===== src/logic/regs_pkg.sv =====
`default_nettype none

package regs_pkg;

    // unified register address
    // 0-31 gpr, 32-63 cp0, 64 lo, 127 hi
    typedef logic [6:0] reg_addr_t;

    typedef enum logic [2:0] {
        region_gpr,
        region_cp0,
        region_lo,
        region_hi,
        region_none
    } reg_region_e;

    // implemented cp0 register numbers
    typedef enum logic [4:0] {
        cp0_badvaddr = 5'd8,
        cp0_status   = 5'd12,
        cp0_cause    = 5'd13,
        cp0_epc      = 5'd14,
        cp0_prid     = 5'd15
    } cp0_sel_e;

    // excode values for cause[6:2]
    typedef enum logic [4:0] {
        exc_int  = 5'd0,
        exc_adel = 5'd4,
        exc_ades = 5'd5,
        exc_sys  = 5'd8,
        exc_bp   = 5'd9,
        exc_ri   = 5'd10,
        exc_ov   = 5'd12
    } exc_code_e;

    // write-back port, one word
    typedef struct packed {
        logic        en;
        reg_addr_t   addr;
        logic [31:0] data;
    } wb_write_t;

    // mult/div result, both halves at once
    typedef struct packed {
        logic        en;
        logic [31:0] hi;
        logic [31:0] lo;
    } hilo_write_t;

    // exception being committed this cycle
    typedef struct packed {
        logic        valid;
        exc_code_e   code;
        logic [31:0] epc;
        logic [31:0] badaddr;
        logic        branch_delay;
    } exc_event_t;

    // cp0 state seen by the exception logic
    typedef struct packed {
        logic [31:0] status;
        logic [31:0] cause;
        logic [31:0] epc;
    } cp0_view_t;

    // address to region
    // 65-126 store nothing
    function automatic reg_region_e region_of(input reg_addr_t addr);
        reg_region_e region;
        if (!addr[6]) begin
            if (addr[5]) begin
                region = region_cp0;
            end else begin
                region = region_gpr;
            end
        end else if (addr == 7'd64) begin
            region = region_lo;
        end else if (addr == 7'd127) begin
            region = region_hi;
        end else begin
            region = region_none;
        end
        return region;
    endfunction

endpackage

`default_nettype wire


===== src/logic/gpr_bank.sv =====
`timescale 1ns/10ps
`default_nettype none

module gpr_bank (
    input  logic        clk,
    input  logic        we,
    input  logic [4:0]  waddr,
    input  logic [31:0] wdata,
    input  logic [4:0]  raddr_1,
    input  logic [4:0]  raddr_2,
    output logic [31:0] rdata_1,
    output logic [31:0] rdata_2
);

    // r1..r31 only
    // r0 has no storage at all
    logic [31:0] regs [1:31];

    // write port
    // top already masks r0, the check here keeps the index in range
    always_ff @(posedge clk) begin
        if (we && waddr != 5'd0) begin
            regs[waddr] <= wdata;
        end
    end

    // read port 1
    // r0 always zero
    always_comb begin
        if (raddr_1 == 5'd0) begin
            rdata_1 = '0;
        end else begin
            rdata_1 = regs[raddr_1];
        end
    end

    // read port 2
    // same as port 1
    always_comb begin
        if (raddr_2 == 5'd0) begin
            rdata_2 = '0;
        end else begin
            rdata_2 = regs[raddr_2];
        end
    end

    // no same-cycle bypass here
    // operand_read forwards wb data

endmodule

`default_nettype wire


===== src/logic/hilo_regs.sv =====
`timescale 1ns/10ps
`default_nettype none

module hilo_regs (
    input  logic                  clk,
    input  logic                  reset,
    input  logic                  we,
    input  logic                  sel_hi,
    input  logic [31:0]           wdata,
    input  regs_pkg::hilo_write_t bulk,
    output logic [31:0]           hi,
    output logic [31:0]           lo
);

    // hi register
    // bulk result beats mthi
    always_ff @(posedge clk) begin
        if (reset) begin
            hi <= '0;
        end else if (bulk.en) begin
            hi <= bulk.hi;
        end else if (we && sel_hi) begin
            hi <= wdata;
        end
    end

    // lo register
    // bulk result beats mtlo
    always_ff @(posedge clk) begin
        if (reset) begin
            lo <= '0;
        end else if (bulk.en) begin
            lo <= bulk.lo;
        end else if (we && !sel_hi) begin
            lo <= wdata;
        end
    end

    // single-word write touches one half only
    // a bulk write replaces both in one edge

endmodule

`default_nettype wire


===== src/logic/cp0_regs.sv =====
`timescale 1ns/10ps
`default_nettype none

module cp0_regs #(
    parameter logic [31:0] STATUS_RESET = 32'h0040_0000,
    parameter logic [31:0] PRID_VALUE   = 32'h0000_4220
) (
    input  logic                 clk,
    input  logic                 reset,
    input  logic                 we,
    input  logic [4:0]           waddr,
    input  logic [31:0]          wdata,
    input  logic [4:0]           raddr,
    output logic [31:0]          rdata,
    input  regs_pkg::exc_event_t exc,
    input  logic                 eret,
    input  logic [5:0]           hw_int,
    output regs_pkg::cp0_view_t  view,
    output logic                 allow_interrupt
);
    import regs_pkg::*;

    // im 15:8, exl 1, ie 0
    localparam logic [31:0] STATUS_WMASK = 32'h0000_ff03;

    logic [31:0] badvaddr_q;
    logic [31:0] status_q;
    logic [31:0] cause_q;
    logic [31:0] epc_q;

    cp0_sel_e wsel;
    cp0_sel_e rsel;

    logic wr_status;
    logic wr_cause;
    logic wr_epc;
    logic wr_badvaddr;
    logic addr_exc;

    assign wsel = cp0_sel_e'(waddr);
    assign rsel = cp0_sel_e'(raddr);

    // mtc0 strobes per register
    // prid has none, read-only
    assign wr_status   = we && (wsel == cp0_status);
    assign wr_cause    = we && (wsel == cp0_cause);
    assign wr_epc      = we && (wsel == cp0_epc);
    assign wr_badvaddr = we && (wsel == cp0_badvaddr);

    // only address errors load badvaddr
    assign addr_exc = exc.valid && (exc.code == exc_adel || exc.code == exc_ades);

    // status
    // exception > eret > mtc0
    always_ff @(posedge clk) begin
        if (reset) begin
            status_q <= STATUS_RESET;
        end else if (exc.valid) begin
            status_q[1] <= 1'b1;
        end else if (eret) begin
            status_q[1] <= 1'b0;
        end else if (wr_status) begin
            status_q <= (status_q & ~STATUS_WMASK) | (wdata & STATUS_WMASK);
        end
    end

    // cause
    // ip 15:10 follow the pins, one cycle late
    // software may only set ip 9:8
    always_ff @(posedge clk) begin
        if (reset) begin
            cause_q <= '0;
        end else begin
            cause_q[15:10] <= hw_int;
            if (exc.valid) begin
                cause_q[31]  <= exc.branch_delay;
                cause_q[6:2] <= exc.code;
            end else if (wr_cause) begin
                cause_q[9:8] <= wdata[9:8];
            end
        end
    end

    // epc
    // exception wins over mtc0
    always_ff @(posedge clk) begin
        if (reset) begin
            epc_q <= '0;
        end else if (exc.valid) begin
            epc_q <= exc.epc;
        end else if (wr_epc) begin
            epc_q <= wdata;
        end
    end

    // badvaddr
    // a non-address exception leaves it to mtc0
    always_ff @(posedge clk) begin
        if (reset) begin
            badvaddr_q <= '0;
        end else if (addr_exc) begin
            badvaddr_q <= exc.badaddr;
        end else if (wr_badvaddr) begin
            badvaddr_q <= wdata;
        end
    end

    // read mux
    // unimplemented numbers read zero
    always_comb begin
        case (rsel)
            cp0_badvaddr: rdata = badvaddr_q;
            cp0_status:   rdata = status_q;
            cp0_cause:    rdata = cause_q;
            cp0_epc:      rdata = epc_q;
            cp0_prid:     rdata = PRID_VALUE;
            default:      rdata = '0;
        endcase
    end

    assign view.status = status_q;
    assign view.cause  = cause_q;
    assign view.epc    = epc_q;

    // ie set, exl clear, some pending ip unmasked
    assign allow_interrupt = status_q[0] && !status_q[1]
                             && |(cause_q[15:8] & status_q[15:8]);

endmodule

`default_nettype wire


===== src/logic/operand_read.sv =====
`timescale 1ns/10ps
`default_nettype none

module operand_read #(
    parameter bit CP0_VISIBLE = 1'b0
) (
    input  regs_pkg::reg_addr_t   raddr,
    input  regs_pkg::reg_region_e region,
    input  regs_pkg::wb_write_t   wb,
    input  regs_pkg::hilo_write_t hilo_wr,
    input  logic [31:0]           gpr_data,
    input  logic [31:0]           hi,
    input  logic [31:0]           lo,
    input  logic [31:0]           cp0_data,
    output logic [31:0]           rdata
);
    import regs_pkg::*;

    logic wb_hit;
    logic hilo_hit;

    // same-cycle write-back to this address
    // r0 never forwarded
    assign wb_hit = wb.en && (wb.addr == raddr) && (raddr != '0);

    // bulk mult/div result, hi or lo only
    assign hilo_hit = hilo_wr.en && (region == region_hi || region == region_lo);

    // first match wins
    always_comb begin
        if (wb_hit) begin
            rdata = wb.data;
        end else if (hilo_hit) begin
            if (region == region_hi) begin
                rdata = hilo_wr.hi;
            end else begin
                rdata = hilo_wr.lo;
            end
        end else begin
            // stored state
            case (region)
                region_gpr: rdata = gpr_data;
                region_cp0: begin
                    // only port 2 sees cp0
                    if (CP0_VISIBLE) begin
                        rdata = cp0_data;
                    end else begin
                        rdata = '0;
                    end
                end
                region_hi:  rdata = hi;
                region_lo:  rdata = lo;
                // unused 65-126 fall back to lo
                default:    rdata = lo;
            endcase
        end
    end

    // gpr_data is already zero for r0
    // so no extra check in the gpr arm

endmodule

`default_nettype wire


===== src/logic/mips_regs_top.sv =====
`timescale 1ns/10ps
`default_nettype none

module mips_regs_top #(
    parameter logic [31:0] STATUS_RESET = 32'h0040_0000,
    parameter logic [31:0] PRID_VALUE   = 32'h0000_4220
) (
    input  logic                  clk,
    input  logic                  reset,
    input  regs_pkg::wb_write_t   wb,
    input  regs_pkg::hilo_write_t hilo_wr,
    input  regs_pkg::exc_event_t  exc,
    input  logic                  eret,
    input  logic [5:0]            hw_int,
    input  regs_pkg::reg_addr_t   raddr_1,
    input  regs_pkg::reg_addr_t   raddr_2,
    output logic [31:0]           rdata_1,
    output logic [31:0]           rdata_2,
    output regs_pkg::cp0_view_t   cp0_out,
    output logic                  allow_interrupt
);
    import regs_pkg::*;

    reg_region_e wr_region;
    reg_region_e rd_region_1;
    reg_region_e rd_region_2;

    logic gpr_we;
    logic hilo_we;
    logic cp0_we;

    logic [31:0] gpr_rdata_1;
    logic [31:0] gpr_rdata_2;
    logic [31:0] hi_q;
    logic [31:0] lo_q;
    logic [31:0] cp0_rdata;

    // one write decode, shared by all banks
    assign wr_region   = region_of(wb.addr);
    assign rd_region_1 = region_of(raddr_1);
    assign rd_region_2 = region_of(raddr_2);

    // per-bank write enables
    // writes to 65-126 are dropped
    assign gpr_we  = wb.en && (wr_region == region_gpr) && (wb.addr[4:0] != 5'd0);
    assign hilo_we = wb.en && (wr_region == region_lo || wr_region == region_hi);
    assign cp0_we  = wb.en && (wr_region == region_cp0);

    gpr_bank gpr_bank_inst (
        .clk     (clk),
        .we      (gpr_we),
        .waddr   (wb.addr[4:0]),
        .wdata   (wb.data),
        .raddr_1 (raddr_1[4:0]),
        .raddr_2 (raddr_2[4:0]),
        .rdata_1 (gpr_rdata_1),
        .rdata_2 (gpr_rdata_2)
    );

    hilo_regs hilo_regs_inst (
        .clk    (clk),
        .reset  (reset),
        .we     (hilo_we),
        .sel_hi (wr_region == region_hi),
        .wdata  (wb.data),
        .bulk   (hilo_wr),
        .hi     (hi_q),
        .lo     (lo_q)
    );

    // cp0 read address comes from port 2 only
    cp0_regs #(
        .STATUS_RESET (STATUS_RESET),
        .PRID_VALUE   (PRID_VALUE)
    ) cp0_regs_inst (
        .clk             (clk),
        .reset           (reset),
        .we              (cp0_we),
        .waddr           (wb.addr[4:0]),
        .wdata           (wb.data),
        .raddr           (raddr_2[4:0]),
        .rdata           (cp0_rdata),
        .exc             (exc),
        .eret            (eret),
        .hw_int          (hw_int),
        .view            (cp0_out),
        .allow_interrupt (allow_interrupt)
    );

    // port 1, cp0 hidden
    operand_read #(
        .CP0_VISIBLE (1'b0)
    ) operand_read_1_inst (
        .raddr    (raddr_1),
        .region   (rd_region_1),
        .wb       (wb),
        .hilo_wr  (hilo_wr),
        .gpr_data (gpr_rdata_1),
        .hi       (hi_q),
        .lo       (lo_q),
        .cp0_data (cp0_rdata),
        .rdata    (rdata_1)
    );

    // port 2, cp0 visible
    operand_read #(
        .CP0_VISIBLE (1'b1)
    ) operand_read_2_inst (
        .raddr    (raddr_2),
        .region   (rd_region_2),
        .wb       (wb),
        .hilo_wr  (hilo_wr),
        .gpr_data (gpr_rdata_2),
        .hi       (hi_q),
        .lo       (lo_q),
        .cp0_data (cp0_rdata),
        .rdata    (rdata_2)
    );

endmodule

`default_nettype wire


===== config.mk =====
export PLATFORM = sky130hd
export DESIGN_NAME = mips_regs_top
export DESIGN_NICKNAME = d
export VERILOG_FILES = /design/src/logic/regs_pkg.sv /design/src/logic/gpr_bank.sv /design/src/logic/hilo_regs.sv /design/src/logic/cp0_regs.sv /design/src/logic/operand_read.sv /design/src/logic/mips_regs_top.sv
export SDC_FILE = /design/constraint.sdc
export NUM_CORES = 2
export LEC_CHECK = 0
export BUFFER_PORTS_ARGS = -buffer_cell sky130_fd_sc_hd__buf_2
export CAP_MARGIN = 20
export CELL_PAD_IN_SITES_DETAIL_PLACEMENT = 1
export CELL_PAD_IN_SITES_GLOBAL_PLACEMENT = 1
export CORE_MARGIN = 1.5
export CORE_UTILIZATION = 28
export DETAILED_ROUTE_END_ITERATION = 16
export GPL_ROUTABILITY_DRIVEN = 0
export PLACE_DENSITY_LB_ADDON = 0.1
export SYNTH_ARGS = -nofsm -noshare
export SYNTH_HDL_FRONTEND = slang
export SYNTH_SLANG_ARGS = --single-unit
export TNS_END_PERCENT = 100

===== constraint.sdc =====
create_clock -name clk -period 5.7 [get_ports clk]
set_clock_uncertainty 0.1 [all_clocks]
set_input_delay 1.71 -clock clk [delete_from_list [all_inputs] [get_ports clk]]
set_output_delay 1.71 -clock clk [all_outputs]
set_load 0.005 [all_outputs]

After elaboration in Yosys (flattened, before gate mapping). Memory sizes are Yosys's and may differ from the RTL's. Index checks and enable logic that the tools add are counted.

Bitwise operators: 4. Reductions and logical operators: 42. Mux-type cells: 36. Equal/unequal tests: 28.

Operators with widths (count): 2-to-1 mux 32 bit (16); case mux 32 bit (3 select lines) (2); case mux 32 bit (5 select lines) (1); equality test 5 x 4 -> 1 bit, second input constant (9); equality test 7 bit, second input constant (6); bitwise OR 32 x 16 -> 32 bit (1); 2-to-1 mux 3 bit (9); logical AND 1 bit (20); equality test 3 x 2 -> 1 bit, second input constant (6); equality test 7 bit (2); nonzero test 7 bit (2); equality test 5 x 3 -> 1 bit, second input constant (2); zero test 5 bit (2); equality test 3 x 1 -> 1 bit, second input constant (3); zero test 3 bit (3); bitwise AND 8 bit (1); nonzero test 2 bit (4); OR reduction 8 bit (1); 2-to-1 mux 1 bit (7); nonzero test 5 bit (1); logical OR 1 bit (4); AND reduction 3 bit (1); nonzero test 3 bit (1); zero test 1 bit (2); 3 further kinds (4).

Output and inout bits: 161. Memory bits (writable): 992. Memories kept: 1. Bits of input ports: 199. Bits in registers: 174.

Memories: gpr_bank_inst.regs (words 31, bits a word 32, read ports 2, clocked after memory_dff 0, wr ports 1, RTL line gpr_bank.sv:17) `logic [31:0] regs [1:31];`.

Logic depth before layout (Yosys ltp).
Depth after elaboration: 10. Depth in mapped cells: 12.

Cells and area by module. Synthesis repeated with hierarchy kept, for this count alone.

Cell total of the unflattened synthesis: 4053. Area, all modules: 58915.3 um^2.

By module, submodules not included: gpr_bank (cells an instance 2601, times used 1, area an instance 46498.3 um^2); cp0_regs (cells an instance 617, times used 1, area an instance 5113.7 um^2); hilo_regs (cells an instance 291, times used 1, area an instance 3109.2 um^2); operand_read at operand_read_1_inst (cells an instance 255, times used 1, area an instance 2133.3 um^2); operand_read at operand_read_2_inst (cells an instance 261, times used 1, area an instance 1880.6 um^2); mips_regs_top (cells an instance 28, times used 1, area an instance 180.2 um^2).

Worst setup path after synthesis. No wires, ideal clock.

Path kind: in2out. From: in raddr_2[0]. To: out rdata_2[19]. Path slack: 0.254 ns. Required time: 3.890 ns. Data arrival time: 3.636 ns. Stages on the path: 9. Path through: buf_6 > buf_6 > buf_4 > buf_2 > mux2i_1 > a21oi_1 > mux4_2 > a2111oi_0 > nor2_1.

Longest elaborated chain between the ends: 9. Elaborated cells between the ends (all ways): 28. Those cells by class: 11 x eq/ne; 9 x mux; 7 x reduce/logical; 1 x memory.

RTL lines: from (decl) (RTL line mips_regs_top.sv:16) `input regs_pkg::reg_addr_t raddr_2,`; parallel branches: the longest is 8 deep, another holds case mux 32 bit (3 select lines); 2-to-1 mux 32 bit (*) (RTL line operand_read.sv:31) `if (wb_hit) begin`; to (decl) (RTL line mips_regs_top.sv:18) `output logic [31:0] rdata_2,`.

Mark *: on every way between the ends.

Worst setup path in the final report.
From: in raddr_1[0]. To: out rdata_1[28].

Longest elaborated chain between the ends: 9. Elaborated cells between the ends (all ways): 22. Those cells by class: 6 x eq/ne; 8 x mux; 7 x reduce/logical; 1 x memory.

RTL lines: from (decl) (RTL line mips_regs_top.sv:15) `input regs_pkg::reg_addr_t raddr_1,`; parallel branches: the longest is 8 deep, another holds case mux 32 bit (3 select lines); 2-to-1 mux 32 bit (*) (RTL line operand_read.sv:31); to (decl) (RTL line mips_regs_top.sv:17) `output logic [31:0] rdata_1,`.

Marked as above.

==> reports/results.txt <==
For the final setup slack of the worst path, the log shows -193.2 ps. Detailed placement finished with a half-perimeter wire length of 197,800 um. Counting stages on the worst path, the most repeated cell is o211ai_1. The number of CTS-inserted buffers came out at 138.

The count of flip-flops with a built-in enable after synthesis came out at 992. The clock net in this run drives a total of 1,144 sinks. The clock tree synthesis step divided the H-tree into 4 levels.

Clock tree synthesis selected as its root buffer the cell clkbuf_16. The number of core rows came out at 165. The type of origin of the critical path is a primary input. Of all nets on the critical path, the largest fanout is 7.

The initial antenna violation count came out at 26. The max-slew violation total from the final report came out at 0. The worst setup path is of the primary input to primary output kind. For the largest voltage drop on the vdd net, the log shows 0.0002864 V.

The die is 453.4 um wide. The fraction of registers with async set or reset after synthesis works out to 0%. The type of the tightest min-delay check is flop to flop. Leaving out fill and tap cells, the most frequent cell in the layout is edfxtp_1. The placed instances occupy a cell area of 0.06730 mm2. The final reports fail on negative setup slack.

After detailed routing, the number of remaining DRC violations is 0. The final-stage net count was 5,180; the fmax was 169.7 MHz. The logs give 42.5% for the clock network power share and 5.482 mW for the net switching power. The run gives 114 as the maximum number of pins on one net before global-route repair.

The slowest stage of the critical path is the o211ai_1 cell. The tools report the number of endpoints with negative hold slack in the final report as 0. The transition at the pin with the smallest max-transition slack was 1083 ps; the count of cell types in the netlist was 74. Clock-pin slew was measured on the worst setup and hold paths at 60 ps.

Leaving out fill and tap cells, the most frequent cells in the layout are 992 x edfxtp_1, 592 x buf_4, 395 x mux4_2. The total overflow left after global routing is 0. The run gives 7,773 as the number of cells in the finished layout apart from fillers.

After detailed routing, the average wire length per cell comes to 36.87 um. The tools report the hold buffer count at CTS as 0. The count of placed standard cells including taps was 7,334; the part of the power in combinational logic was 13.5%. In the finished design, the share of the clock period the worst path needs comes to 103.4%. Data on the critical path is required at its endpoint by 3890 ps.

STA puts the critical path data arrival time at 4080 ps. The tools report the number of I/O pins as 360. Once the floorplan was initialized, standard cells occupied 28.13% of the core. The worst path in the final design needs a cycle of 5893 ps, including I/O delays and setup. The number of synthesis warnings was 0; the insertion delay to the later sink of the worst-skew pair was 810 ps. The static leakage power was 27.04 nW. Wires add up to 286,600 um. Global routing used 27.16% of the available tracks. Sequential elements use 57.80% of the synthesized area. Measured along the y axis, the die boundary spans 453.4 um. The tools report the start point of the worst min-delay path as cp0_regs_inst.badvaddr_q[29].

On the worst path, the slowest cell contributes a delay of 660 ps. Synthesis handed over a netlist of 3,974 instances. For this run, the leading register cell type out of synthesis is edfxtp_1.

The number of global-route vias before repair is 44,027, and the depth of the worst register-to-register path is 4. The terminus of the critical flop-to-flop path is hilo_regs_inst.lo[19]. In the routed layout, each cell is associated on average with a via count of 5.655. TritonCTS built the clock tree. The total of max-cap violations is 0, and the mean post-synth cell area is 14.29 um2.

The layout overhead on the synthesized area was 36.69%; the number of nets with antenna violations after routing was 0. The critical path's top delay family is compound AO/OA/AOI/OAI gates. The finished cells cover 0.07764 mm2.

The count of port buffers added during placement is 319. Setup slack on the worst reg-to-reg path comes out at 4530 ps. The run gives -2194 ps as the summed negative setup slack over all endpoints. The worst hold path was traced through 2 stages. The total buffers and inverters traversed by the critical path was 3.

The worst hold path terminates at cp0_regs_inst.badvaddr_q[29]. The global-route wire length before repair was 385,100 um; the cell-internal power was 15.50 mW. For the relative slew slack, the log shows 27.78%.

Summing internal, switching and leakage power gives 20.98 mW. For the core footprint, the log shows 0.2019 mm2. Number of iterations in the first detailed-routing pass: 5. Walking the worst path, the cells encountered are buf_16 > buf_8 > mux4_2 > o211ai_1 > o211ai_1 > o221ai_2 > o311ai_4 > buf_2. The number of synthesized register bits was 1,144; the final setup violation count was 36.

The total die area came out at 0.2056 mm2. STA classifies the critical path endpoint as a primary output. The clock passes through at most 3 buffers. The net switching share of the total power was 26.13%; the cell area power density was 270.3 mW/mm2.

The detailed router's first-iteration violation count came out at 4,296. Summing every instance area after synthesis gives 0.05680 mm2. Registers are responsible for 44.0% of the overall power. The fraction of layout instances using a drive strength above 1 was 44.50%. The flow ran to the end, but the final reports show violations. The startpoint identified for the worst register-to-register timing path is hilo_regs_inst.lo[19].

For the detailed-route via count, the log shows 43,957. Setup repair after global routing could not meet its margin everywhere.
repair_timing:
action / CTS / global route
cloned: 16 / 10
resized for setup: 488 / 346
setup buffers: 82 / 113
setup endpoints to repair: 64 / 64
pin swaps: 129 / 177
through the flow:
stage | hold WS (ps) | util [%] | worst slack [ps]
after CTS | 404.2 | 37.14 | -212.9
after detailed placement | 396.8 | 33.33 | -1082
after global placement | 385.4 | 33.33 | -1286
after floorplan | 373.5 | - | 254.4
after global routing | 421.2 | 38.45 | -199.8
final | 403.2 | 38.45 | -193.2
power groups by stage:
stage	logic, mW	clock network, mW	registers, mW
6_report	2.82	8.92	9.24
5_1_grt	2.93	9.36	9.24
4_1_cts	2.60	9.10	9.23
3_5_place_dp	2.32	0	9.41
3_3_place_gp	2.31	0	9.41
2_1_floorplan	1.03	0	9.38
kinds of logic after synthesis:
logic type | after synthesis | synth area share [%]
AOI/OAI and AO/OA | 879 | 10.19
xor gates and xnor gates | 14 | 0.2159
buffers and inverters | 392 | 3.225
DFF | 1144 | 57.80
muxes | 791 | 22.74
other | 2 | 0.01322
and+or+nand+nor | 752 | 5.820
layout make-up:
class / count / area [um2]
Timing Repair Buffer: 1213 / 11780
Clock inverter: 79 / 805.8
Clock buffer: 172 / 3623
Fill cell: 20610 / 124300
Antenna cell: 9 / 22.52
Sequential cell: 1144 / 32830
Multi-Input combinational cell: 2476 / 25200
Inverter: 8 / 30.03
Tap cell: 2672 / 3343
registers in the layout (all words and copies together) (netlist names):
signal and cells:
gpr_bank_inst.regs 992, cp0_regs_inst.badvaddr_q 32, cp0_regs_inst.epc_q 32, hilo_regs_inst.hi 32, hilo_regs_inst.lo 32, cp0_regs_inst.cause_q 14, cp0_regs_inst.status_q 10
Yosys cell counts, drive strengths merged, types with 7 or more instances:
cell type  count  share of area, %
a211oi       126               1.7
a21oi        204               1.8
a221o         15              0.26
a221oi        45              0.69
a22oi         67              0.89
a31oi         30              0.33
a32oi         15              0.23
and2          28              0.31
and3           8             0.088
buf          181               1.8
clkbuf       203               1.3
dfxtp        152               5.4
edfxtp       992                52
inv            7             0.046
mux2          44              0.87
mux2i        352               6.2
mux4         395                16
nand2        212               1.4
nand3         37              0.33
nand3b        13              0.17
nand4         10              0.11
nor2         337               2.2
nor2b         18              0.20
nor3          45              0.40
nor3b          7              0.10
nor4          10              0.12
o211ai        34              0.45
o21ai        174               1.5
o221ai        24              0.37
o22ai         80              0.88
o311ai        16              0.25
xnor2         14              0.22
routing by layer:
layer | up-vias | track usage (%) | wire length [um]
met3 | 392 | 3.975 | 19330
li1 | 18036 | - | -
met2 | 1938 | 44.28 | 135100
met1 | 23577 | 37.29 | 122700
met5 | - | 0 | 106
met4 | 14 | 8.225 | 9370
worst reg2reg max path, stage by stage (launching register included):
cell and delay, ps:
dfxtp_1 600, nand2_1 100, a21oi_1 160, a21oi_1 50
nor2_1 90
worst max-delay path by stage:
stage | startpoint | end | slack [ps] | cells past startpoint
final | raddr_1[0] | rdata_1[28] | -190 | 8
after detailed placement | raddr_1[0] | rdata_1[20] | -1080 | 12
after global routing | raddr_2[1] | rdata_2[22] | -200 | 9
after global placement | raddr_2[1] | rdata_2[19] | -1290 | 13
after floorplan | raddr_2[0] | rdata_2[19] | 250 | 9
after CTS | raddr_2[1] | rdata_2[15] | -210 | 9
(Power assumes the default switching activity.)
